===== config.mk =====
export PLATFORM = sky130hd
export DESIGN_NAME = fabricTarget
export DESIGN_NICKNAME = d
export VERILOG_FILES = /design/src/hw/tileMemPkg.sv /design/src/hw/fabricTarget.sv
export SDC_FILE = /design/constraint.sdc
export NUM_CORES = 1
export LEC_CHECK = 0
export BUFFER_PORTS_ARGS = -buffer_cell sky130_fd_sc_hd__buf_2
export CORE_AREA = 3 3 86 88
export CTS_CLUSTER_DIAMETER = 80
export DETAILED_ROUTE_END_ITERATION = 10
export DIE_AREA = 0 0 89 91
export PLACE_DENSITY = 0.66
export SLEW_MARGIN = 15
export SYNTH_ARGS = -nofsm -noshare
export SYNTH_HDL_FRONTEND = slang
export SYNTH_SLANG_ARGS = --single-unit

===== constraint.sdc =====
create_clock -name clock -period 2.54 [get_ports clock]
set_clock_uncertainty 0.05 [all_clocks]
set_input_delay 0.508 -clock clock [delete_from_list [all_inputs] [get_ports clock]]
set_output_delay 0.508 -clock clock [all_outputs]
set_load 0.02 [all_outputs]

===== src/hw/tileMemPkg.sv =====
package tileMemPkg;

    // ====================
    // Basic vectors
    // ====================
    typedef logic [31:0] word;     // Data word and byte address
    typedef logic [3:0]  byteEn;   // One bit per byte lane
    typedef logic [7:0]  tileId;   // Tile number in the top address byte
    typedef logic [1:0]  opcode;   // Fabric transaction kind

    // Fabric opcodes
    localparam opcode opRd    = 2'b00;
    localparam opcode opWr    = 2'b01;
    localparam opcode opRdRsp = 2'b10;

    // ====================
    // Fabric transaction
    // ====================
    // One entry on the fabric and in the FIFOs
    typedef struct packed {
        word   address;      // Target tile id in [31:24]
        word   data;
        opcode opcode;
        tileId requestorId;  // Tile that issued it
    } tileTrans;

    // ====================
    // Address map
    // ====================
    // Offsets below the tile id byte, bounds inclusive
    localparam logic [23:0] whoAmIOffset    = 24'hFF_FFFF;  // Answers local tile id

    localparam logic [23:0] iMemRegionFloor = 24'h00_0000;
    localparam logic [23:0] iMemRegionRoof  = 24'h00_FFFF;

    localparam logic [23:0] dMemRegionFloor = 24'h01_0000;
    localparam logic [23:0] dMemRegionRoof  = 24'h01_FFFF;

endpackage


===== src/hw/fabricTarget.sv =====
`timescale 1ns/1ps

module fabricTarget (
    input  logic                  clock,
    input  logic                  rstN,
    input  tileMemPkg::tileId     localTileId,
    input  logic                  inFabricValid,
    input  tileMemPkg::tileTrans  inFabric,
    output logic                  iMemWrEn,
    output logic                  dMemWrEn,
    input  tileMemPkg::word       iMemRdData,   // RAM port B, one cycle late
    input  tileMemPkg::word       dMemRdData,
    output logic                  rspPush,
    output tileMemPkg::tileTrans  rspTrans
);

    logic [23:0]     offset;
    logic            iHit;
    logic            dHit;
    logic            rdReq;
    logic            rdValidQ;
    logic            iHitQ;
    logic            dHitQ;
    tileMemPkg::word rspAddressQ;

    // ====================
    // Region decode
    // ====================
    assign offset = inFabric.address[23:0];
    assign iHit = (offset >= tileMemPkg::iMemRegionFloor) && (offset <= tileMemPkg::iMemRegionRoof);
    assign dHit = (offset >= tileMemPkg::dMemRegionFloor) && (offset <= tileMemPkg::dMemRegionRoof);

    // Full word writes
    assign iMemWrEn = inFabricValid && iHit && (inFabric.opcode == tileMemPkg::opWr);
    assign dMemWrEn = inFabricValid && dHit && (inFabric.opcode == tileMemPkg::opWr);
    assign rdReq    = inFabricValid && (inFabric.opcode == tileMemPkg::opRd);

    // ====================
    // Read response
    // ====================
    always_ff @(posedge clock or negedge rstN) begin
        if (!rstN) begin
            rdValidQ <= 1'b0;
            iHitQ    <= 1'b0;
            dHitQ    <= 1'b0;
        end else begin
            rdValidQ <= rdReq;
            iHitQ    <= iHit;
            dHitQ    <= dHit;
        end
    end

    // Response goes back to the requestor tile at the same offset
    always_ff @(posedge clock) begin
        rspAddressQ <= {inFabric.requestorId, offset};
    end

    assign rspPush = rdValidQ;
    always_comb begin
        rspTrans.address     = rspAddressQ;
        rspTrans.data        = iHitQ ? iMemRdData :
                               dHitQ ? dMemRdData :
                                       '0;          // Miss reads zero
        rspTrans.opcode      = tileMemPkg::opRdRsp;
        rspTrans.requestorId = localTileId;
    end

endmodule


==> flow_summary.json, run 1 <==
{
  "dpl-instance-area_sq_um": 2026,
  "critPathLaunch": "inFabric[65]",
  "postCtsResizedCells": 0,
  "drcViolationCount": 0,
  "async_flop_share_pct": 8.571,
  "antenna_found_initial": 0,
  "syn2layout_area_growth_pct": 79.38,
  "finish.instance_area_sq_um": 2112,
  "yosys_warnings": 0,
  "hold_path.class": "in2reg",
  "syn-instance-count": 98,
  "critPathCaptureType": "output pin",
  "leakage_nw": 1.203,
  "pre_cts_slack_ns": 0.2998,
  "place_hpwl_um": 3778,
  "fin_ws_ns": 0.3181,
  "crit_end": "dMemWrEn",
  "pin_count": 226,
  "wl_per_cell_um": 12.96,
  "synth_edf_count": 0,
  "avgSynthCellArea_sq_um": 12.01,
  "grt_max_degree": 34,
  "grt_pass1_wl_um": 5802,
  "synth_most_common_cell": "dfxtp_1",
  "outcome": "complete, no violations",
  "start_util_pct": 17.52,
  "yosysTopAreaCell": "dfxtp_1",
  "cts_buffers": 5,
  "setup_tns_ns": 0,
  "period_needed_ns": 2.222,
  "root_buffer": "clkbuf_8",
  "drt-initial-drc-count": 21,
  "seq_area_frac_synth_pct": 60.79,
  "core_area_sq_um": 6719,
  "gp_congestion": 0.6548,
  "ir_drop_mv": 0.4448,
  "synth_area_sq_um": 1177,
  "power.density_nw_per_um2": 516.0,
  "maxCapViolCount": 0,
  "critPathMaxFanout": 4,
  "min_period_over_period_pct": 87.48,
  "required_ns": 1.98,
  "critPathSlowestCell": "or4_4",
  "synth_area_leaders": "dfxtp_1 (54%), a22o_1 (23%), buf_4 (6.4%), dfrtp_1 (6.4%), buf_2 (1.3%)",
  "netlist_top_cells_count": "dfxtp_1 (32), a22o_1 (31), buf_4 (10)",
  "die_area_sq_um": 8099,
  "arrival_ns": 1.66,
  "synth_nets": 247,
  "setup_viol": 0,
  "slew_violations": 0,
  "synthDistinctLibCells": 17,
  "routed_wl_um": 4368,
  "grt_util_all_layers_pct": 9.551,
  "first_pass_iters": 4,
  "via_per_inst": 3.985,
  "tritoncts": "yes",
  "dr_total_vias": 1343,
  "startpoint_type": "input pin",
  "gr-total-overflow": 0,
  "rows": 30,
  "grt_pass1_vias": 1273,
  "die_y_um": 91,
  "ys_seq_elements": 35,
  "holdPathStages": 1,
  "antenna_cells": 0,
  "ant_nets": 0,
  "grt_setup_unrepaired": "false",
  "synthFlopType": "dfxtp_1",
  "fin_nets": 407,
  "slowest_delay_ns": 0.55,
  "crit_type": "in2out",
  "portBuffers": 167,
  "h-tree-depth": 2,
  "crit_path_frequent_cell": "buf_2",
  "synth_top_area_share_pct": 54.41,
  "ctsLongestPathBuffers": 2,
  "path_clk_slew_ns": 0.06,
  "fmax_ghz": 0.4501,
  "finalHoldViolCount": 0,
  "drive_above_1_share_pct": 68.87,
  "path_cells": "buf_2 > or4_4 > nor4_1 > buf_2",
  "die_w_um": 89,
  "cts.sinks": 35
}
-- critical path, delay by kind of cell --
| kind | cells | cell delay [ns] |
|---|---|---|
| buffers and inverters | 2 | 0.33 |
| and+or+nand+nor | 2 | 0.82 |
-- cell usage in the layout (no fill, tap or decap), drive strengths merged, types with 2 or more instances in the layout --
cell	instances
dfrtp	3
nor3	2
nor4	2
dfxtp	32
nand2	2
a22o	31
conb	2
clkbuf	5
buf	169
-- sequential cells by signal, indices dropped and copies added, names as in the netlist --
name         count
dHitQ            1
iHitQ            1
rspAddressQ     32
rspPush          1
-- per-stage QoR --
step                      utilization, %  hold slack, ns  cells  power, mW
after floorplan                        -          0.1624     98     0.6645
after global placement             30.15          0.2548    330     0.7489
after detailed placement           30.15          0.2549    330     0.7515
after CTS                          31.43          0.2669    337      1.111
after global routing               31.43          0.2580    337      1.153
final                              31.43          0.2802    337      1.090
-- per-layer routing --
metal  vias to the layer above  GRT usage [%]  share of wire, %
met1                       555          7.573                32
met4                         0          4.218               1.7
met5                         -              0                 0
met2                       115          18.94                52
li1                        665              -                 -
met3                         8          4.174                15
-- area by class of cell --
class                      count  area (sq um)
tap                           80         100.1
multi-input combinational     45         355.3
timing repair buffer         170         860.8
clock inverter                 1         7.507
fill                         717          4607
sequential                    35         715.7
inverter                       1         3.754
clock buffer                   5         68.82
-- cells by family (layout without fill, tap and decap cells) --
logic type	after synthesis	in the layout	synth area share (%)
other cells	2	2	0.6379
compound gates	32	32	23.49
buf+inv	18	177	9.244
simple gates	11	11	5.846
flops	35	35	60.79
-- where the power goes --
part / switching [mW] / leakage [nW] / total, mW / internal, mW
Clock: 0.170 / 0.0361 / 0.351 / 0.181
Sequential: 0.00555 / 0.311 / 0.583 / 0.577
Combinational: 0.0792 / 0.855 / 0.156 / 0.0768
-- worst min path at each step --
stage                           start                 endpoint  slack (ns)
after floorplan                  rstN          dHitQ$_DFF_PN0_        0.16
after global placement           rstN          dHitQ$_DFF_PN0_        0.25
after detailed placement         rstN          dHitQ$_DFF_PN0_        0.25
after CTS                 inFabric[1]  rspAddressQ[25]$_DFF_P_        0.27
after global routing      inFabric[1]  rspAddressQ[25]$_DFF_P_        0.26
final                     inFabric[1]  rspAddressQ[25]$_DFF_P_        0.28
-- repair_timing --
| action | 4_1_cts | 5_1_grt |
|---|---|---|
| hold buffers | 1 | 0 |
| endpoints found under the hold margin | 3 | 0 |
| setup buffers | 0 | 0 |
No activity file was read; power rests on OpenSTA's default activity.
==> run 2: changes to the inputs <==
--- a/config.mk
+++ b/config.mk
@@ -10,7 +10,6 @@
 export CTS_CLUSTER_DIAMETER = 80
 export DETAILED_ROUTE_END_ITERATION = 10
 export DIE_AREA = 0 0 89 91
-export PLACE_DENSITY = 0.66
 export SLEW_MARGIN = 15
 export SYNTH_ARGS = -nofsm -noshare
 export SYNTH_HDL_FRONTEND = slang
==> run 2 against run 1 <==
  * Total power is 6.8% higher
  * Routed wire length grew 5.8%
  * Cell area is 1.1% higher
  * Global-route usage increased by 0.58 points
  * Non-clock buffer count is the same
  * Setup slack worse by 0.057 ns
  * Worst hold slack lost 0.0029 ns
  * Die area did not move
  * Fmax down 2.5%
  * Cell count grew 0.59%
==> flow_summary.json, run 2 (synthesis gave the netlist of run 1 again) <==
{
  "drive_above_1_share_pct": 68.73,
  "gp_congestion": 0.6586,
  "min_period_over_period_pct": 89.70,
  "die_area_sq_um": 8099,
  "routed_wl_um": 4623,
  "final.fill_count": 728,
  "crit_type": "in2out",
  "syn2layout_area_growth_pct": 81.40,
  "hold_path.startpoint": "inFabric[52]",
  "die_w_um": 89,
  "ctsLongestPathBuffers": 2,
  "slowest_delay_ns": 0.56,
  "top_register": "rspAddressQ",
  "startpoint_type": "input pin",
  "critPathMaxFanout": 4,
  "antenna_found_initial": 0,
  "core_area_sq_um": 6719,
  "hold_path.class": "in2reg",
  "setup_viol": 0,
  "die_y_um": 91,
  "postCtsResizedCells": 0,
  "arrival_ns": 1.72,
  "critPathLaunch": "inFabric[65]",
  "rows": 30,
  "critPathCaptureType": "output pin",
  "finalHoldViolCount": 0,
  "path_clk_slew_ns": 0.07,
  "postCtsHoldBufs": 1,
  "grt_util_all_layers_pct": 10.13,
  "gr-total-overflow": 0,
  "cpLargestDelayFamily": "simple AND/OR/NAND/NOR gates",
  "path_cells": "buf_2 > or4_4 > nor4_1 > buf_2",
  "critPathSlowestCell": "or4_4",
  "setup_tns_ns": 0,
  "cts_buffers": 5,
  "root_buffer": "clkbuf_8",
  "postCtsSetupBuffers": 0,
  "via_per_inst": 4.047,
  "grt_pass1_wl_um": 6189,
  "place_hpwl_um": 3848,
  "crit_end": "dMemWrEn",
  "dr_total_vias": 1372,
  "h-tree-depth": 2,
  "drt-initial-drc-count": 23,
  "cp_num_cells": 4,
  "crit_path_frequent_cell": "buf_2",
  "tritoncts": "yes",
  "final_core_util_pct": 31.79,
  "drcViolationCount": 0,
  "portBuffers": 167,
  "period_needed_ns": 2.278,
  "required_ns": 1.98,
  "start_util_pct": 17.52,
  "pin_count": 226,
  "cts.sinks": 35,
  "outcome": "complete, no violations",
  "fin_nets": 407,
  "crit_buf_inv": 2,
  "ant_nets": 0,
  "fmax_ghz": 0.4389,
  "slew_violations": 0,
  "grt_pass1_vias": 1265,
  "leakage_nw": 1.218,
  "largest_reg_flops": 32,
  "antenna_cells": 0,
  "first_pass_iters": 2,
  "final_common_cell": "buf_2",
  "final_cell_mix": "buf_2 (167), dfxtp_1 (32), a22o_1 (31)",
  "ir_drop_mv": 0.3720,
  "grt_max_degree": 34,
  "maxCapViolCount": 0,
  "wl_per_cell_um": 13.64,
  "power.density_nw_per_um2": 545.2,
  "grt_setup_unrepaired": "false"
}
-- run 2: cell count changes in the layout (fill, tap and decap cells not counted) --
cell        before  now
clkbuf_1         0    1
clkbuf_8         5    7
clkinvlp_4       1    0
-- run 2: final cells by class --
class	instances	area, sq um	share of cell area (%)
flip-flops and latches	35	715.7	33.51
well taps	80	100.1	4.687
multi-input cells	45	355.3	16.64
clock buffers	8	100.1	4.687
inverters	1	3.754	0.1757
repair buffers	170	860.8	40.30
-- run 2: per-stage QoR --
step / instances / hold WS [ns] / power [mW] / instance area [sq um] / setup slack, ns
after floorplan: 98 / 0.1624 / 0.6645 / 1177 / 0.2077
after global placement: 330 / 0.2580 / 0.7485 / 2026 / 0.2353
after detailed placement: 330 / 0.2603 / 0.7506 / 2026 / 0.2275
after CTS: 339 / 0.2611 / 1.187 / 2136 / 0.2201
after global routing: 339 / 0.2495 / 1.231 / 2136 / 0.2080
final: 339 / 0.2774 / 1.164 / 2136 / 0.2616
-- run 2: worst min-delay path by stage --
stage	endpoint	depth (start not counted)
finish	rspAddressQ[10]$_DFF_P_	1
global route	rspAddressQ[2]$_DFF_P_	1
CTS	rspAddressQ[2]$_DFF_P_	1
detailed placement	rspPush$_DFF_PN0_	1
global placement	rspPush$_DFF_PN0_	1
floorplan	dHitQ$_DFF_PN0_	0
-- run 2: power by group --
group	switching, mW	internal, mW
logic	0.0788	0.0768
clock network	0.179	0.247
registers	0.00571	0.577
-- run 2: routing by layer --
| metal | share of wire, % | vias up | global-route usage [%] | wire (um) |
|---|---|---|---|---|
| met4 | 1.7 | 0 | 5.087 | 78 |
| met1 | 37 | 579 | 10.77 | 1711 |
| li1 | - | 666 | - | - |
| met2 | 44 | 121 | 16.21 | 2028 |
| met5 | 0 | - | 0 | 0 |
| met3 | 17 | 6 | 5.172 | 804 |
