--- config.mk ---
export PLATFORM = sky130hd
export DESIGN_NAME = transFifo
export DESIGN_NICKNAME = d
export VERILOG_FILES = /design/src/hw/tileMemPkg.sv /design/src/hw/transFifo.sv
export SDC_FILE = /design/constraint.sdc
export NUM_CORES = 1
export LEC_CHECK = 0
export BUFFER_PORTS_ARGS = -buffer_cell sky130_fd_sc_hd__buf_2
export CAP_MARGIN = 20
export CORE_MARGIN = 4
export CORE_UTILIZATION = 56
export DETAILED_ROUTE_END_ITERATION = 8
export PLACE_DENSITY = 0.94
export SLEW_MARGIN = 20
export SYNTH_ARGS = -nofsm -noshare
export SYNTH_HDL_FRONTEND = slang
export SYNTH_SLANG_ARGS = --single-unit
--- constraint.sdc ---
create_clock -name clock -period 13.15 [get_ports clock]
set_clock_uncertainty 0.05 [all_clocks]
set_input_delay 0.6575 -clock clock [delete_from_list [all_inputs] [get_ports clock]]
set_output_delay 0.6575 -clock clock [all_outputs]
set_load 0.1 [all_outputs]
--- src/hw/tileMemPkg.sv ---
package tileMemPkg;

    // ====================
    // Basic vectors
    // ====================
    typedef logic [31:0] word;     // Data word and byte address
    typedef logic [3:0]  byteEn;   // One bit per byte lane
    typedef logic [7:0]  tileId;   // Tile number in the top address byte
    typedef logic [1:0]  opcode;   // Fabric transaction kind

    // Fabric opcodes
    localparam opcode opRd    = 2'b00;
    localparam opcode opWr    = 2'b01;
    localparam opcode opRdRsp = 2'b10;

    // ====================
    // Fabric transaction
    // ====================
    // One entry on the fabric and in the FIFOs
    typedef struct packed {
        word   address;      // Target tile id in [31:24]
        word   data;
        opcode opcode;
        tileId requestorId;  // Tile that issued it
    } tileTrans;

    // ====================
    // Address map
    // ====================
    // Offsets below the tile id byte, bounds inclusive
    localparam logic [23:0] whoAmIOffset    = 24'hFF_FFFF;  // Answers local tile id

    localparam logic [23:0] iMemRegionFloor = 24'h00_0000;
    localparam logic [23:0] iMemRegionRoof  = 24'h00_FFFF;

    localparam logic [23:0] dMemRegionFloor = 24'h01_0000;
    localparam logic [23:0] dMemRegionRoof  = 24'h01_FFFF;

endpackage

--- src/hw/transFifo.sv ---
`timescale 1ns/1ps

module transFifo #(
    parameter int depth = 2
) (
    input  logic                  clock,
    input  logic                  rstN,
    input  logic                  push,
    input  tileMemPkg::tileTrans  pushData,
    input  logic                  pop,
    output tileMemPkg::tileTrans  popData,
    output logic                  full,
    output logic                  almostFull,   // At most one free entry
    output logic                  empty
);

    localparam int ptrWidth = $clog2(depth);
    localparam int cntWidth = $clog2(depth + 1);

    tileMemPkg::tileTrans  entries [depth];
    logic [ptrWidth-1:0]   wrPtr;
    logic [ptrWidth-1:0]   rdPtr;
    logic [cntWidth-1:0]   count;
    logic                  doPush;
    logic                  doPop;

    assign doPush = push && !full;   // Push into a full FIFO is dropped
    assign doPop  = pop && !empty;

    always_ff @(posedge clock or negedge rstN) begin
        if (!rstN) begin
            wrPtr <= '0;
            rdPtr <= '0;
            count <= '0;
        end else begin
            if (doPush) begin
                wrPtr <= (wrPtr == ptrWidth'(depth - 1)) ? '0 : wrPtr + 1'b1;
            end
            if (doPop) begin
                rdPtr <= (rdPtr == ptrWidth'(depth - 1)) ? '0 : rdPtr + 1'b1;
            end
            case ({doPush, doPop})
                2'b10:   count <= count + 1'b1;
                2'b01:   count <= count - 1'b1;
                default: count <= count;        // None or both
            endcase
        end
    end

    // Storage
    always_ff @(posedge clock) begin
        if (doPush) begin
            entries[wrPtr] <= pushData;
        end
    end

    assign popData    = entries[rdPtr];  // Head, valid while not empty
    assign full       = (count == cntWidth'(depth));
    assign almostFull = (count >= cntWidth'(depth - 1));
    assign empty      = (count == '0);

endmodule
==> results.md, run 1 <==
- Status: complete, no violations
- #FFs+latches synth: 152
- Layout fillers: 627
- Clock latency on the worst-skew pair: around 0.51 ns
- Die width: about 110 um
- Total Routing Usage GR: 17.3%
- TritonCTS clock tree: done
- Postcts setup bufs: 0
- Layout Nets: 503
- Vias in the first global route: 3030
- Tcrit/Tclk final: between 20% and 30%
- CTS H-tree depth: 4
- Distinct cell type count after synthesis: 15
- Slew HR: 34.7%
- Final Hold Fails: 0
- Die extent in y: 110 um
- EDFF count, synth: approximately 150
- Largest net degree at the start of global routing: 47
- Least-Margin Pin Slew: slightly below 1 ns
- Number of CTS-inserted buffers: 17
- CTS clock-pin slew for the worst setup and hold paths: 0.06 ns
- Crit. End Element: output pin
- Wire length per cell: between 15 and 20 um
- PortBufs: 154
- Final ANT Viol Nets: 0
- Crit path max fanout: 41
- Setup Total Neg Slack: 0 ns
- FMAX: 291 MHz
- GRT overflow: 0
- Min-delay worst type: in -> reg
- Max Cap Viol: 0
- Synth top area share: around 77%
- Largest cells by area after synthesis: edfxtp_1 77%, mux2_4 13%, mux2_2 4.7%, dfrtp_1 1.7%, buf_6 1.2%
- # setup viols final: 0
- Gate Count Post-Synth: between 200 and 300
- Initial DRC Count: roughly 100
- Post-synth top cells: 148 x edfxtp_1, 50 x mux2_4, 24 x mux2_2
- Yosys top cell by area: edfxtp_1
- Routability Congestion: 0.686
- Critical path type: reg -> out
- Final max-slew violation count: 0
- Clock buffer depth: 2
- Unrepaired setup endpoints after global routing: false
- Final critical-path required period: around 3.4 ns
- Antenna diodes: 0
- Row cnt: 36
- Vias: 2845
- First-pass GRT wire length: 15000 um
- Critical Path RT: 12.44 ns
- WP data arrival: ~2.7 ns
- Post-synthesis sequential area ratio: 78.7%
- Area grow syn2layout: 26.2%
- Final wirelength: 9940 um
- Number of top-level pins: about 160
- Mapped Nets: 334
- Layout cell share with drive strength beyond 1: 60.6%
- Initial Utilization: 58.2%
- Pre-Repair DR Iteration Count: 4
- Yosys warns: 0
- Placeable Area: ~0.01 mm2
- DRC: 0
- Most numerous cell in the Yosys netlist: edfxtp_1
- Detail Placement HPWL: 6780 um
- Avg Vias per Cell: 5.02
- Startpoint types: flip-flop
- CTS Sinks: 152
- CTS root buf: clkbuf_8
- Synth Cell Area: 0.00577 mm2
- Top_reg_cell synth: edfxtp_1
- Ys async rst share: 2.63%
- Antenna violations before repair: 0
- Mapped Avg Cell Area: 22.9 um2
- Die area: 0.0120 mm2
-- layer usage --
metal	GRT usage (%)	wire length, um
met2	29.4	5190
met3	6.17	686
met4	6.95	153
met5	0	0
met1	20.1	3900
-- cell usage in the layout (no fill, tap or decap) --
cell	n
buf_2	154
buf_4	3
bufinv_16	4
clkbuf_1	3
clkbuf_16	16
clkbuf_8	1
clkinv_2	3
clkinv_4	1
clkinvlp_4	3
dfrtp_1	3
dfrtp_4	1
dlygate4sd3_1	1
edfxtp_1	148
ha_1	4
inv_1	4
inv_6	1
mux2_2	24
mux2_4	50
nand2_1	1
nand2b_1	1
nor2_4	2
nor2b_1	1
o21ai_0	1
xnor2_1	3
xor2_1	1
-- worst max-delay path, cell delays in order (launching register included) --
cell	delay, ns
dfrtp_4	0.78
buf_4	0.68
mux2_2	0.41
buf_2	0.29
-- final timing paths --
path,from,end,slack [ns],cells past startpoint
setup / recovery,rdPtr,popData[51],9.72,3
hold / removal,pushData[48],entries[0][48],0.28,1
setup reg to reg,count[0],entries[0][19],10.36,5
hold reg to reg,count[0],count[0],0.45,1
max in group asynchronous,rstN,rdPtr,12.48,2
min in group asynchronous,rstN,count[1],0.43,2
-- cell families (layout without fill, tap and decap cells) --
logic type,Yosys count,after routing,synth area share (%)
simple gates,5,5,0.412
buf+inv,12,194,1.60
mux,74,74,17.7
compound gates,1,1,0.0866
flops,152,152,78.7
fa+ha+maj,4,4,0.867
xor+xnor,4,4,0.607
-- cell type report --
cell class,count,area [um2],area share (%)
Tap cell,133,166,2.28
Timing Repair Buffer,158,803,11.0
Sequential cell,152,4550,62.4
Clock buffer,20,425,5.84
Clock inverter,12,175,2.41
Multi-Input combinational cell,88,1150,15.8
Inverter,4,15.0,0.206
-- repair_timing --
item,in CTS,in global routing
resized for setup,0,0
hold buffers,1,0
endpoints found under the hold margin,4,0
-- state kept, by name, summed over array words and instances (netlist names) --
| register | count |
|---|---|
| wrPtr | 1 |
| rdPtr | 1 |
| count | 2 |
| entries | 148 |
-- per-stage QoR --
step	hold WS [ns]	area (um2)	worst slack [ns]	instances	util, %
6_report	0.278	7280	9.72	567	73.5
5_1_grt	0.244	7280	9.59	567	73.5
4_1_cts	0.252	7280	9.69	567	73.5
3_5_place_dp	0.421	6670	10.25	534	67.3
3_3_place_gp	0.414	6670	10.27	534	67.3
2_1_floorplan	0.312	5770	8.16	252	-
Power of run 1 is left out: the tool's default activity adds up to more than one toggle a clock period on the data nets, which glitch-free logic cannot reach.
==> run 2: changes to the inputs <==
--- a/config.mk
+++ b/config.mk
@@ -5,12 +5,13 @@
 export SDC_FILE = /design/constraint.sdc
 export NUM_CORES = 1
 export LEC_CHECK = 0
+export ABC_AREA = 1
 export BUFFER_PORTS_ARGS = -buffer_cell sky130_fd_sc_hd__buf_2
 export CAP_MARGIN = 20
 export CORE_MARGIN = 4
-export CORE_UTILIZATION = 56
+export CORE_UTILIZATION = 52
 export DETAILED_ROUTE_END_ITERATION = 8
-export PLACE_DENSITY = 0.94
+export PLACE_DENSITY = 0.89
 export SLEW_MARGIN = 20
 export SYNTH_ARGS = -nofsm -noshare
 export SYNTH_HDL_FRONTEND = slang
==> constraint.sdc (replaced) <==
create_clock -name clock -period 3.6 [get_ports clock]
set_clock_uncertainty 0.05 [all_clocks]
set_input_delay 0.18 -clock clock [delete_from_list [all_inputs] [get_ports clock]]
set_output_delay 0.18 -clock clock [all_outputs]
set_load 0.1 [all_outputs]
==> run 2 against run 1 <==
- sequential cell count unchanged
- routed wire length increased by 35%
- non-clock buffer count increased by 80
- core utilization increased by 2.3 points
- critical path depth increased by 2
- critical path type unchanged
- largest cell class unchanged
- highest routed layer unchanged
==> results.md, run 2 <==
- Clock buffer depth: 2
- Crit. End Element: output pin
- Die area: 0.0125 mm2
- PortBufs: 154
- Final non-filler cell total: 813
- Final critical-path required period: 2.76 ns
- Most frequent cells in the layout: 231 x nand2_1, 154 x buf_2, 148 x edfxtp_1
- #FFs+latches synth: 152
- CTS clock-pin slew for the worst setup and hold paths: around 0.070 ns
- Final max-slew violation count: 0
- Die extent in y: 112 um
- Synth top area share: about 80%
- Final ANT Viol Nets: 0
- Critical Path RT: 3.37 ns
- Min-delay worst type: in -> reg
- Commonest non-fill, non-tap cell in the layout: nand2_1
- Die width: 112 um
- Pre-Repair DR Iteration Count: 5
- Yosys warns: 0
- Yosys top cell by area: edfxtp_1
- Clock latency on the worst-skew pair: 0.51 ns
- Wire length per cell: 16.6 um
- Pre-CTS setup slack: 1.22 ns
- Row cnt: 37
- Resize count post-CTS: 0
- Final wirelength: 13500 um
- Mapped Nets: 502
- Post-synth top cells: 231 x nand2_1, 148 x edfxtp_1, 10 x buf_2, 10 x inv_1, 5 x buf_4
- WP data arrival: roughly 2.5 ns
- Slew HR: 47.1%
- Largest cells by area after synthesis: edfxtp_1 79%, nand2_1 15%, dfrtp_1 1.8%, buf_2 0.89%, ha_1 0.89%
- Regs by FF count: entries x148, count x2
- Initial Utilization: 54.0%
- Avg Vias per Cell: 4.93
- FMAX: 362 MHz
- Initial DRC Count: 216
- CTS Sinks: 152
- Post-synthesis sequential area ratio: 80.8%
- Synth Cell Area: 0.00563 mm2
- CTS root buf: clkbuf_8
- Distinct cell type count after synthesis: 13
- Ys async rst share: 2.63%
- Total Routing Usage GR: between 20% and 30%
- WHS: 0.331 ns
- Max reg flops: between 100 and 150
- EDFF count, synth: 148
- Startpoint types: flip-flop
- Gate Count Post-Synth: 420
- Area grow syn2layout: 40.4%
- Antenna violations before repair: 2
- Critical path type: reg -> out
- Top_reg_cell synth: edfxtp_1
- Most numerous cell in the Yosys netlist: nand2_1
- Number of top-level pins: between 150 and 200
- DRC: 0
- TritonCTS clock tree: done
- Largest net degree at the start of global routing: 76
- Crit path max fanout: 43
- Layout fillers: 623
- Max Cap Viol: 0
- Routability Congestion: between 0.7 and 0.8
- Layout Nets: 743
- Placeable Area: 0.0104 mm2
- Mapped Avg Cell Area: 13.4 um2
- Detail Placement HPWL: around 7600 um
- Tcrit/Tclk final: 76.7%
- Status: complete, no violations
- Final WS setup: 0.839 ns
- CTS H-tree depth: 4
- Setup Total Neg Slack: 0 ns
- Unrepaired setup endpoints after global routing: false
- GRT overflow: 0
- Final Hold Fails: 0
- Placed cells: 700
- First-pass GRT wire length: 21600 um
- Layout cell share with drive strength beyond 1: around 29%
- Vias in the first global route: 4354
- Vias: 4010
- Least-Margin Pin Slew: slightly below 0.8 ns
- Largest Register: entries
- Number of CTS-inserted buffers: 17
- # setup viols final: 0
## run 2: per-stage QoR
stage | area [um2] | utilization, %
floorplan | 5630 | -
global placement | 6540 | 62.8
detailed placement | 6540 | 62.8
CTS | 7890 | 75.8
global route | 7900 | 75.8
finish | 7900 | 75.8
## run 2: area by class of cell
cell class / instances / area [um2] / area share [%]
Clock inverter: 14 / 151 / 1.92
Antenna cell: 3 / 7.51 / 0.0950
Multi-Input combinational cell: 241 / 956 / 12.1
Clock buffer: 18 / 418 / 5.29
Sequential cell: 152 / 4550 / 57.5
Timing Repair Buffer: 238 / 1610 / 20.4
Inverter: 11 / 42.5 / 0.538
Tap cell: 136 / 170 / 2.15
## run 2: final timing paths
kind / depth (start not counted) / endpoint / slack [ns] / start
hold reg to reg: 2 / wrPtr / 0.43 / wrPtr
max in group asynchronous: 3 / rdPtr / 2.75 / rstN
setup reg to reg: 6 / entries[1][14] / 1.13 / count[0]
hold / removal: 2 / entries[1][8] / 0.33 / pushData[8]
min in group asynchronous: 3 / rdPtr / 0.54 / rstN
setup / recovery: 5 / popData[21] / 0.84 / rdPtr
## run 2: metal layers
layer	share of wire, %	wire length [um]	GRT usage, %	vias to the layer above
met5	0	0	0	-
met4	2.8	379	9.70	0
met3	6.6	884	7.55	36
met2	55	7440	40.4	182
met1	35	4760	24.5	1898
li1	-	-	-	1894
## run 2: worst max-delay path, cell delays in order, from the launching register on
cell     delay [ns]
dfrtp_2        0.41
inv_2          0.56
buf_4          0.40
nand2_1        0.08
nand2_1        0.08
buf_2          0.44
## run 2: cells by family (layout without fill, tap and decap cells)
logic type | Yosys count | count (layout) | share of synthesized area, %
buffers and inverters | 27 | 281 | 2.36
AND/OR/NAND/NOR | 235 | 235 | 15.7
flip-flops | 152 | 152 | 80.8
other | 0 | 3 | 0
adder cells (fa/ha/maj) | 4 | 4 | 0.890
XOR/XNOR | 1 | 1 | 0.156
AO/OA/AOI/OAI | 1 | 1 | 0.0889
## run 2: timing repair
action,CTS,global route
endpoints found under the hold margin,154,0
buffers inserted,0,0
endpoints found under the setup margin,0,0
hold buffers,78,0
Power of run 2 is left out for the same reason.
