### src/hw/tileMemPkg.sv
package tileMemPkg;

    // ====================
    // Basic vectors
    // ====================
    typedef logic [31:0] word;     // Data word and byte address
    typedef logic [3:0]  byteEn;   // One bit per byte lane
    typedef logic [7:0]  tileId;   // Tile number in the top address byte
    typedef logic [1:0]  opcode;   // Fabric transaction kind

    // Fabric opcodes
    localparam opcode opRd    = 2'b00;
    localparam opcode opWr    = 2'b01;
    localparam opcode opRdRsp = 2'b10;

    // ====================
    // Fabric transaction
    // ====================
    // One entry on the fabric and in the FIFOs
    typedef struct packed {
        word   address;      // Target tile id in [31:24]
        word   data;
        opcode opcode;
        tileId requestorId;  // Tile that issued it
    } tileTrans;

    // ====================
    // Address map
    // ====================
    // Offsets below the tile id byte, bounds inclusive
    localparam logic [23:0] whoAmIOffset    = 24'hFF_FFFF;  // Answers local tile id

    localparam logic [23:0] iMemRegionFloor = 24'h00_0000;
    localparam logic [23:0] iMemRegionRoof  = 24'h00_FFFF;

    localparam logic [23:0] dMemRegionFloor = 24'h01_0000;
    localparam logic [23:0] dMemRegionRoof  = 24'h01_FFFF;

endpackage

### src/hw/fabricOutArbiter.sv
`timescale 1ns/1ps

module fabricOutArbiter (
    input  logic                  clock,
    input  logic                  rstN,
    input  logic                  rspEmpty,
    input  logic                  reqEmpty,
    input  tileMemPkg::tileTrans  rspHead,
    input  tileMemPkg::tileTrans  reqHead,
    input  logic                  fabReady,
    output logic                  rspPop,
    output logic                  reqPop,
    output logic                  outFabricValid,
    output tileMemPkg::tileTrans  outFabric
);

    logic rspCand;
    logic reqCand;
    logic lastWasReq;  // Winner of the last grant

    // Candidates only while the fabric takes data
    assign rspCand = !rspEmpty && fabReady;
    assign reqCand = !reqEmpty && fabReady;

    // Round robin over two clients
    assign rspPop = rspCand && (!reqCand || lastWasReq);
    assign reqPop = reqCand && !rspPop;

    always_ff @(posedge clock or negedge rstN) begin
        if (!rstN) begin
            lastWasReq <= 1'b1;   // Responses first out of reset
        end else if (rspPop || reqPop) begin
            lastWasReq <= reqPop;
        end
    end

    // Output mux
    assign outFabricValid = rspPop || reqPop;
    assign outFabric      = rspPop ? rspHead :
                            reqPop ? reqHead :
                                     '0;

endmodule

### config.mk
export PLATFORM = sky130hd
export DESIGN_NAME = fabricOutArbiter
export DESIGN_NICKNAME = d
export VERILOG_FILES = /design/src/hw/tileMemPkg.sv /design/src/hw/fabricOutArbiter.sv
export SDC_FILE = /design/constraint.sdc
export NUM_CORES = 1
export LEC_CHECK = 0
export ABC_AREA = 1
export BUFFER_PORTS_ARGS = -buffer_cell sky130_fd_sc_hd__buf_2
export CAP_MARGIN = 20
export CORE_AREA = 2 2 90 92
export CTS_CLUSTER_DIAMETER = 30
export DETAILED_ROUTE_END_ITERATION = 6
export DIE_AREA = 0 0 92 94
export GPL_ROUTABILITY_DRIVEN = 0
export PLACE_DENSITY_LB_ADDON = 0.05
export SYNTH_ARGS = -nofsm -noshare
export SYNTH_HDL_FRONTEND = slang
export SYNTH_SLANG_ARGS = --single-unit
### constraint.sdc
create_clock -name clock -period 1.55 [get_ports clock]
set_input_delay 0.2325 -clock clock [delete_from_list [all_inputs] [get_ports clock]]
set_output_delay 0.2325 -clock clock [all_outputs]
set_load 0.03 [all_outputs]
==> results.py, run 1 <==
metrics = {
    "synth": {
        "yosysWarnings": 0,
        "netlist_instances": 267,
        "synth_area_per_cell_um2": 5.48,
        "syn_area_mm2": 0.00146,
        "ys_seq_area_frac": 0.0180,
        "synth_top_area_frac": 0.404,
        "synth_area_leader_cell": "nand3_1",
        "synth_seq_cells": 1,
        "syn-num-nets": 420,
        "ys_types": 15,
        "synth_area_leaders": "nand3_1 40%, nand3_2 21%, nand2_1 19%, buf_2 6.2%, buf_6 3.8%",
    },
    "sta": {
        "hold_ws_ns": 0.169,
        "post-route-period-util": 0.971,
        "slew_viol_final": 0,
        "hold_viol_final": 0,
        "setup_viol": 0,
        "max_freq_ghz": 0.664,
        "skew_ns": 0,
        "maxSlewHeadroom": 0.855,
        "finalCriticalPeriod_ns": 1.50,
        "setup_tns_ns": 0,
        "rsz0062_at_grt": "true",
        "worst_pin_slew_ns": 0.217,
    },
    "global_routing": {
        "grt.met2_usage": 0.283,
        "grt_pass1_wl_um": 10800,
        "grt_most_used_layer": "met2",
        "use_met3": 0.0241,
        "antenna_found_initial": 0,
        "grt_max_degree": 49,
        "gr-usage-met1": 0.174,
        "grt_use_total": 0.145,
        "grt-ovfl-total": 0,
        "grt_pass1_vias": 2177,
    },
    "pwr": {
        "leakage_nw": 1.92,
        "p_total_mw": 1.29,
        "vdd_drop_max_uv": 167,
        "power_density_mw_per_mm2": 412,
    },
    "final_layout": {
        "largestRegisters": "lastWasReq x1",
        "finalNetCount": 645,
        "synthToLayoutAreaGrowth_pct": 114,
        "largest_reg_flops": 1,
        "drive_above_1_share": 0.598,
        "largest-register": "lastWasReq",
        "diodes": 0,
    },
    "floorplan": {
        "die_w_um": 92,
        "initial_core_util": 0.192,
        "die_area_mm2": 0.00865,
        "die_height_um": 94,
        "coreArea_mm2": 0.00761,
        "ioPinCount": 230,
        "floorplan.rows": 32,
    },
    "job": {
        "maxCapViolCount": 0,
    },
    "critical_path": {
        "critPathKind": "register to output port",
        "setup.worst_path.end_class": "output port",
        "worstPathRequired_ns": 1.32,
        "cp.arrival_ns": 1.27,
        "cp_max_fo": 6,
        "timing.critical_path.from_type": "register",
    },
    "routing": {
        "drc": 0,
        "wirelength_um": 8290,
        "final_antenna_net_count": 0,
        "num_vias": 2734,
        "first_pass_iters": 4,
        "vias_per_cell": 4.62,
        "dr.first_iter.drc_count": 109,
        "wl_per_cell_um": 14.0,
    },
    "clocking": {
        "clkSlewWorstSetupHoldPaths_ns": 0,
        "insertion_delay_ns": 0,
        "cts_hold_buf": 0,
    },
    "outcome": {
        "status": "finished, final reports clean",
    },
    "hold_path": {
        "min_path_type": "primary input to async pin",
    },
    "placed_design": {
        "dpl.hpwl_um": 5360,
        "portBuffers": 229,
    },
}
[cell families (layout without fill, tap and decap cells)]
kind of cell | Yosys count | after routing | share of synthesized area
and+or+nand+nor | 228 | 229 | 0.828
buffers and inverters | 37 | 259 | 0.149
AOI/OAI and AO/OA | 1 | 1 | 0.00513
DFF | 1 | 1 | 0.0180
[through the flow]
| step | worst slack, ns | util | area, um^2 | instances |
|---|---|---|---|---|
| global route | -0.00868 | 0.411 | 3120 | 592 |
| CTS | -0.0188 | 0.367 | 2790 | 576 |
| finish | 0.0451 | 0.411 | 3120 | 592 |
| floorplan | 0.0350 | - | 1460 | 267 |
| detailed placement | -0.0359 | 0.356 | 2710 | 575 |
| global placement | -0.0219 | 0.356 | 2710 | 575 |
[cell usage in the layout, fill, tap and decap left out, drive strengths merged]
master  netlist  layout
buf          29     248
clkbuf        3       6
dfstp         1       1
inv           5       5
nand2        77      78
nand3       148     148
nor2          3       3
o21a          1       1
[timing repair]
item	CTS	global route
cloned	1	12
buffers inserted	0	4
setup endpoints to repair	47	66
pin swaps	0	7
gates resized for setup	19	22
[critical path, stage by stage, from the launching register on]
cell and delay, ns:
dfstp_2 0.51, inv_2 0.06, nand2_8 0.11, buf_8 0.15, clkbuf_16 0.15, nand3_1 0.07, nand2_1 0.09, buf_6 0.13
[path summary, 6_finish.rpt]
check	startpoint	endpoint	slack, ns	depth (start not counted)
setup / recovery	lastWasReq	outFabric[60]	0.05	7
hold / removal	rstN	lastWasReq	0.17	1
setup reg to reg	lastWasReq	lastWasReq	0.40	5
hold reg to reg	lastWasReq	lastWasReq	0.53	1
max in group asynchronous	rstN	lastWasReq	1.36	1
min in group clock	lastWasReq	lastWasReq	0.53	1
[where the power goes]
part | total [mW] | internal, mW | switching (mW) | leakage [nW]
Clock | 0 | 0 | 0 | 0
Combinational | 1.25 | 0.519 | 0.732 | 1.91
Sequential | 0.0360 | 0.0334 | 0.00260 | 0.0105
Total | 1.29 | 0.552 | 0.735 | 1.92
[final cells by class]
cell class	instances	area [um^2]
fill	823	4480
timing repair buffer	254	1690
multi-input combinational	230	1260
tap	102	128
sequential	1	26.3
inverter	5	18.8
[per-layer routing]
| metal | part of all wire | up-vias |
|---|---|---|
| met3 | 0.079 | 2 |
| li1 | - | 1371 |
| met1 | 0.40 | 1225 |
| met4 | 0.0033 | 0 |
| met2 | 0.51 | 136 |
| met5 | 0 | - |
[Yosys cell counts, drive strengths merged]
library cell	number
inv	5
nor2	3
clkbuf	3
dfstp	1
buf	29
nand3	148
nand2	77
o21a	1
No activity file was read; power rests on OpenSTA's default activity.
==> run 2: changes to the inputs <==
REMOVE_ABC_BUFFERS = 1   (was not set)
==> run 2 against run 1 <==
Net effect:
- sequential share of layout area about the same
- critical path type unchanged
- total power increased by 2.7%
- highest routed layer unchanged
- sequential power increased by 4%
- worst setup slack got worse by 0.0048 ns
- largest power group unchanged
==> results.py, run 2 (synthesized netlist as in run 1, its figures left out) <==
metrics = {
    "routing": {
        "num_vias": 2786,
        "drc": 0,
        "dr.first_iter.drc_count": 67,
        "wl_per_cell_um": 14.5,
        "final_antenna_net_count": 0,
        "first_pass_iters": 4,
        "wirelength_um": 8630,
        "vias_per_cell": 4.68,
    },
    "global_routing": {
        "grt-ovfl-total": 0,
        "grt_pass1_vias": 2358,
        "grt_max_degree": 42,
        "antenna_found_initial": 0,
        "grt_use_total": 0.147,
        "grt_pass1_wl_um": 10800,
    },
    "final_layout": {
        "largest_reg_flops": 1,
        "largest-register": "lastWasReq",
        "diodes": 0,
        "mostFrequentLayoutCell": "buf_2",
        "drive_above_1_share": 0.600,
        "nFillCells": 855,
        "finalNetCount": 648,
        "layout_common_cells": "210 x buf_2, 118 x nand3_1, 75 x nand2_1, 30 x nand3_2, 16 x buf_6",
        "largestRegisters": "lastWasReq x1",
        "synthToLayoutAreaGrowth_pct": 120,
    },
    "pwr": {
        "power_density_mw_per_mm2": 411,
        "vdd_drop_max_uv": 174,
        "leakage_nw": 1.96,
    },
    "critical_path": {
        "critPathKind": "register to output port",
        "slowest_stage": "dfstp_2",
        "crit_buf_inv": 3,
        "setup.worst_path.end_class": "output port",
        "worstPathRequired_ns": 1.32,
        "cp.arrival_ns": 1.28,
        "worstPathCellList": "inv_4 > nand2_8 > buf_12 > nand3_1 > nand2_1 > buf_2",
        "slowest_delay_ns": 0.53,
        "critical-path-top-delay-family": "flip-flops",
        "timing.critical_path.from_type": "register",
        "cp_max_fo": 17,
    },
    "sta": {
        "setup_tns_ns": 0,
        "post-route-period-util": 0.974,
        "rsz0062_at_grt": "true",
        "slew_viol_final": 0,
        "hold_viol_final": 0,
        "skew_ns": 0,
        "maxSlewHeadroom": 0.854,
        "max_freq_ghz": 0.662,
        "worst_pin_slew_ns": 0.219,
        "setup_viol": 0,
        "setup_ws_ns": 0.0403,
        "finalCriticalPeriod_ns": 1.51,
    },
    "clocking": {
        "insertion_delay_ns": 0,
        "clkSlewWorstSetupHoldPaths_ns": 0,
    },
    "floorplan": {
        "floorplan.rows": 32,
        "die_w_um": 92,
        "ioPinCount": 230,
        "coreArea_mm2": 0.00761,
        "die_height_um": 94,
        "initial_core_util": 0.192,
        "die_area_mm2": 0.00865,
    },
    "placed_design": {
        "dpl.hpwl_um": 5600,
        "portBuffers": 229,
        "dp_slack_ns": -0.0220,
    },
    "outcome": {
        "status": "finished, final reports clean",
    },
    "job": {
        "maxCapViolCount": 0,
    },
    "hold_path": {
        "min_path_type": "primary input to async pin",
    },
}
[run 2: power by group]
group,internal [mW],switching [mW]
combinational,0.534,0.750
sequential,0.0335,0.00382
clock,0,0
total,0.567,0.754
[run 2: final timing paths]
check | start | to | slack [ns] | cells after the start
max in group asynchronous | rstN | lastWasReq | 1.36 | 1
worst max-delay path | lastWasReq | outFabric[23] | 0.04 | 6
min in group clock | lastWasReq | lastWasReq | 0.55 | 1
worst min-delay path | rstN | lastWasReq | 0.17 | 1
worst min register to register | lastWasReq | lastWasReq | 0.55 | 1
worst max register to register | lastWasReq | lastWasReq | 0.41 | 5
[run 2: layout make-up]
cell class | instances | area, um^2 | share of cell area
repair buffers | 255 | 1740 | 0.542
inverters | 5 | 21.3 | 0.00661
multi-input cells | 232 | 1300 | 0.403
flip-flops and latches | 1 | 26.3 | 0.00817
well taps | 102 | 128 | 0.0397
[run 2: routing by layer]
metal,track usage,wire (um),vias up
met5,0,0,-
met4,0.00498,19,0
met3,0.0241,705,2
met2,0.294,4470,139
met1,0.171,3430,1268
li1,-,-,1377
[run 2: timing repair]
item,4_1_cts,5_1_grt
hold buffers,0,0
resized for setup,1,56
gates cloned,0,16
setup endpoints to repair,7,64
setup buffers,0,3
pin swaps,0,4
[run 2: stage by stage]
step | cells | hold slack [ns] | instance area (um^2) | power [mW] | util
floorplan | 235 | 0.0847 | 1260 | 0.623 | -
global placement | 576 | 0.168 | 2730 | 1.10 | 0.359
detailed placement | 576 | 0.170 | 2730 | 1.10 | 0.359
CTS | 576 | 0.170 | 2740 | 1.10 | 0.360
global route | 595 | 0.177 | 3220 | 1.41 | 0.423
finish | 595 | 0.169 | 3220 | 1.32 | 0.423
==> run 3: changes to the inputs <==
--- a/config.mk
+++ b/config.mk
@@ -15,2 +15,3 @@
 export GPL_ROUTABILITY_DRIVEN = 0
+export GPL_TIMING_DRIVEN = 0
 export PLACE_DENSITY_LB_ADDON = 0.05
==> constraint.sdc (replaced) <==
create_clock -name clock -period 1.83 [get_ports clock]
set_input_delay 0.2745 -clock clock [delete_from_list [all_inputs] [get_ports clock]]
set_output_delay 0.2745 -clock clock [all_outputs]
set_load 0.01 [all_outputs]
==> run 3 against run 2 <==
Net effect:
- total power down 38%
- wire length down 2.6%
- global-route usage up 2.3 points
- die area unchanged
- sequential power down 15%
==> results.py, run 3 (synthesized netlist as in run 1, its figures left out) <==
metrics = {
    "routing": {
        "vias_per_cell": 4.61,
        "wirelength_um": 8410,
        "drc": 0,
        "num_vias": 2692,
        "top_layer": "met4",
        "first_pass_iters": 6,
        "dr.first_iter.drc_count": 85,
        "wl_per_cell_um": 14.4,
        "wl_met3_um": 682,
        "final_antenna_net_count": 0,
        "dr_wl_met2_um": 4460,
        "wl_met1_um": 3250,
    },
    "critical_path": {
        "setup.worst_path.end_class": "output port",
        "critPathKind": "register to output port",
        "cp_max_fo": 16,
        "timing.critical_path.from_type": "register",
        "reg2reg_from": "lastWasReq",
        "slowest_delay_ns": 0.53,
        "slowest_stage": "dfstp_2",
        "crit_buf_inv": 3,
        "cp.arrival_ns": 1.48,
        "worstPathRequired_ns": 1.56,
        "critical-path-top-delay-family": "flip-flops",
        "cp-startpoint": "lastWasReq",
        "worstPathCellList": "clkinvlp_4 > nand2_8 > buf_4 > nand2_4 > nand3_1 > nand2_1 > buf_2",
    },
    "clocking": {
        "clkSlewWorstSetupHoldPaths_ns": 0,
        "insertion_delay_ns": 0,
    },
    "sta": {
        "slew_viol_final": 0,
        "worst_pin_slew_ns": 0.496,
        "maxSlewHeadroom": 0.669,
        "hold_viol_final": 0,
        "max_freq_ghz": 0.569,
        "skew_ns": 0,
        "setup_viol": 0,
        "post-route-period-util": 0.960,
        "finalCriticalPeriod_ns": 1.76,
        "rsz0062_at_grt": "true",
    },
    "final_layout": {
        "layout_common_cells": "229 x buf_2, 118 x nand3_1, 75 x nand2_1, 30 x nand3_2, 6 x buf_4",
        "diodes": 0,
        "largest_reg_flops": 1,
        "largestRegisters": "lastWasReq x1",
        "largest-register": "lastWasReq",
        "drive_above_1_share": 0.591,
        "synthToLayoutAreaGrowth_pct": 93.7,
        "final_core_util": 0.372,
        "finalNetCount": 637,
        "mostFrequentLayoutCell": "buf_2",
    },
    "pwr": {
        "leakage_nw": 1.78,
        "vdd_drop_max_uv": 234,
        "power_density_mw_per_mm2": 287,
        "p_total_mw": 0.813,
    },
    "placed_design": {
        "dpl.hpwl_um": 5170,
        "portBuffers": 229,
    },
    "hold_path": {
        "min_path_type": "primary input to async pin",
    },
    "floorplan": {
        "die_w_um": 92,
        "die_height_um": 94,
        "coreArea_mm2": 0.00761,
        "initial_core_util": 0.192,
        "ioPinCount": 230,
        "die_area_mm2": 0.00865,
        "floorplan.rows": 32,
    },
    "global_routing": {
        "grt-ovfl-total": 0,
        "grt_use_total": 0.170,
        "grt_pass1_wl_um": 12000,
        "antenna_found_initial": 0,
        "grt_max_degree": 47,
        "grt_pass1_vias": 2359,
    },
    "outcome": {
        "status": "finished, final reports clean",
    },
    "job": {
        "maxCapViolCount": 0,
    },
}
[run 3: cell count changes in the layout (fill, tap and decap cells not counted), moves of 3 or more]
cell,change
clkbuf_4,-3
buf_12,-7
buf_6,-15
clkbuf_16,-8
buf_2,+19
[run 3: timing repair]
action                     CTS  global route
setup endpoints to repair   78            69
cloned                       5             2
pin swaps                    3             0
hold buffers                 0             0
resized for setup            3             5
buffers inserted             6             1
[run 3: through the flow]
step	setup WS, ns	std cells	TNS [ns]	hold slack (ns)	instance area, um^2
floorplan	-1.11	235	-76.91	0.127	1260
global placement	-2.42	566	-180.96	0.210	2540
CTS	0.0244	581	0	0.209	2750
global route	-0.0122	584	-0.0250	0.212	2830
detailed placement	-0.785	570	-49.61	0.209	2630
finish	0.0731	584	0	0.207	2830
[run 3: path summary, 6_finish.rpt]
check / cells past startpoint / slack, ns / to
max: 7 / 0.07 / outFabric[30]
min: 1 / 0.21 / lastWasReq
max reg2reg: 5 / 0.45 / lastWasReq
min reg2reg: 1 / 0.55 / lastWasReq
max in group asynchronous: 1 / 1.60 / lastWasReq
min in group clock: 1 / 0.55 / lastWasReq
[run 3: final cells by class]
| type | count | area (um^2) |
|---|---|---|
| Fill cell | 842 | 4770 |
| Inverter | 5 | 23.8 |
| Multi-Input combinational cell | 234 | 1320 |
| Sequential cell | 1 | 26.3 |
| Tap cell | 102 | 128 |
| Timing Repair Buffer | 242 | 1340 |
[run 3: per-layer routing]
layer  global-route usage  vias to the layer above
met1                0.191                     1195
met4              0.00498                        0
met3               0.0225                        2
met2                0.352                      141
met5                    0                        -
li1                     -                     1354
[run 3: where the power goes]
| part | switching [mW] | internal (mW) | total (mW) |
|---|---|---|---|
| Combinational | 0.437 | 0.344 | 0.781 |
| Clock | 0 | 0 | 0 |
| Sequential | 0.00345 | 0.0284 | 0.0319 |
| Total | 0.440 | 0.373 | 0.813 |
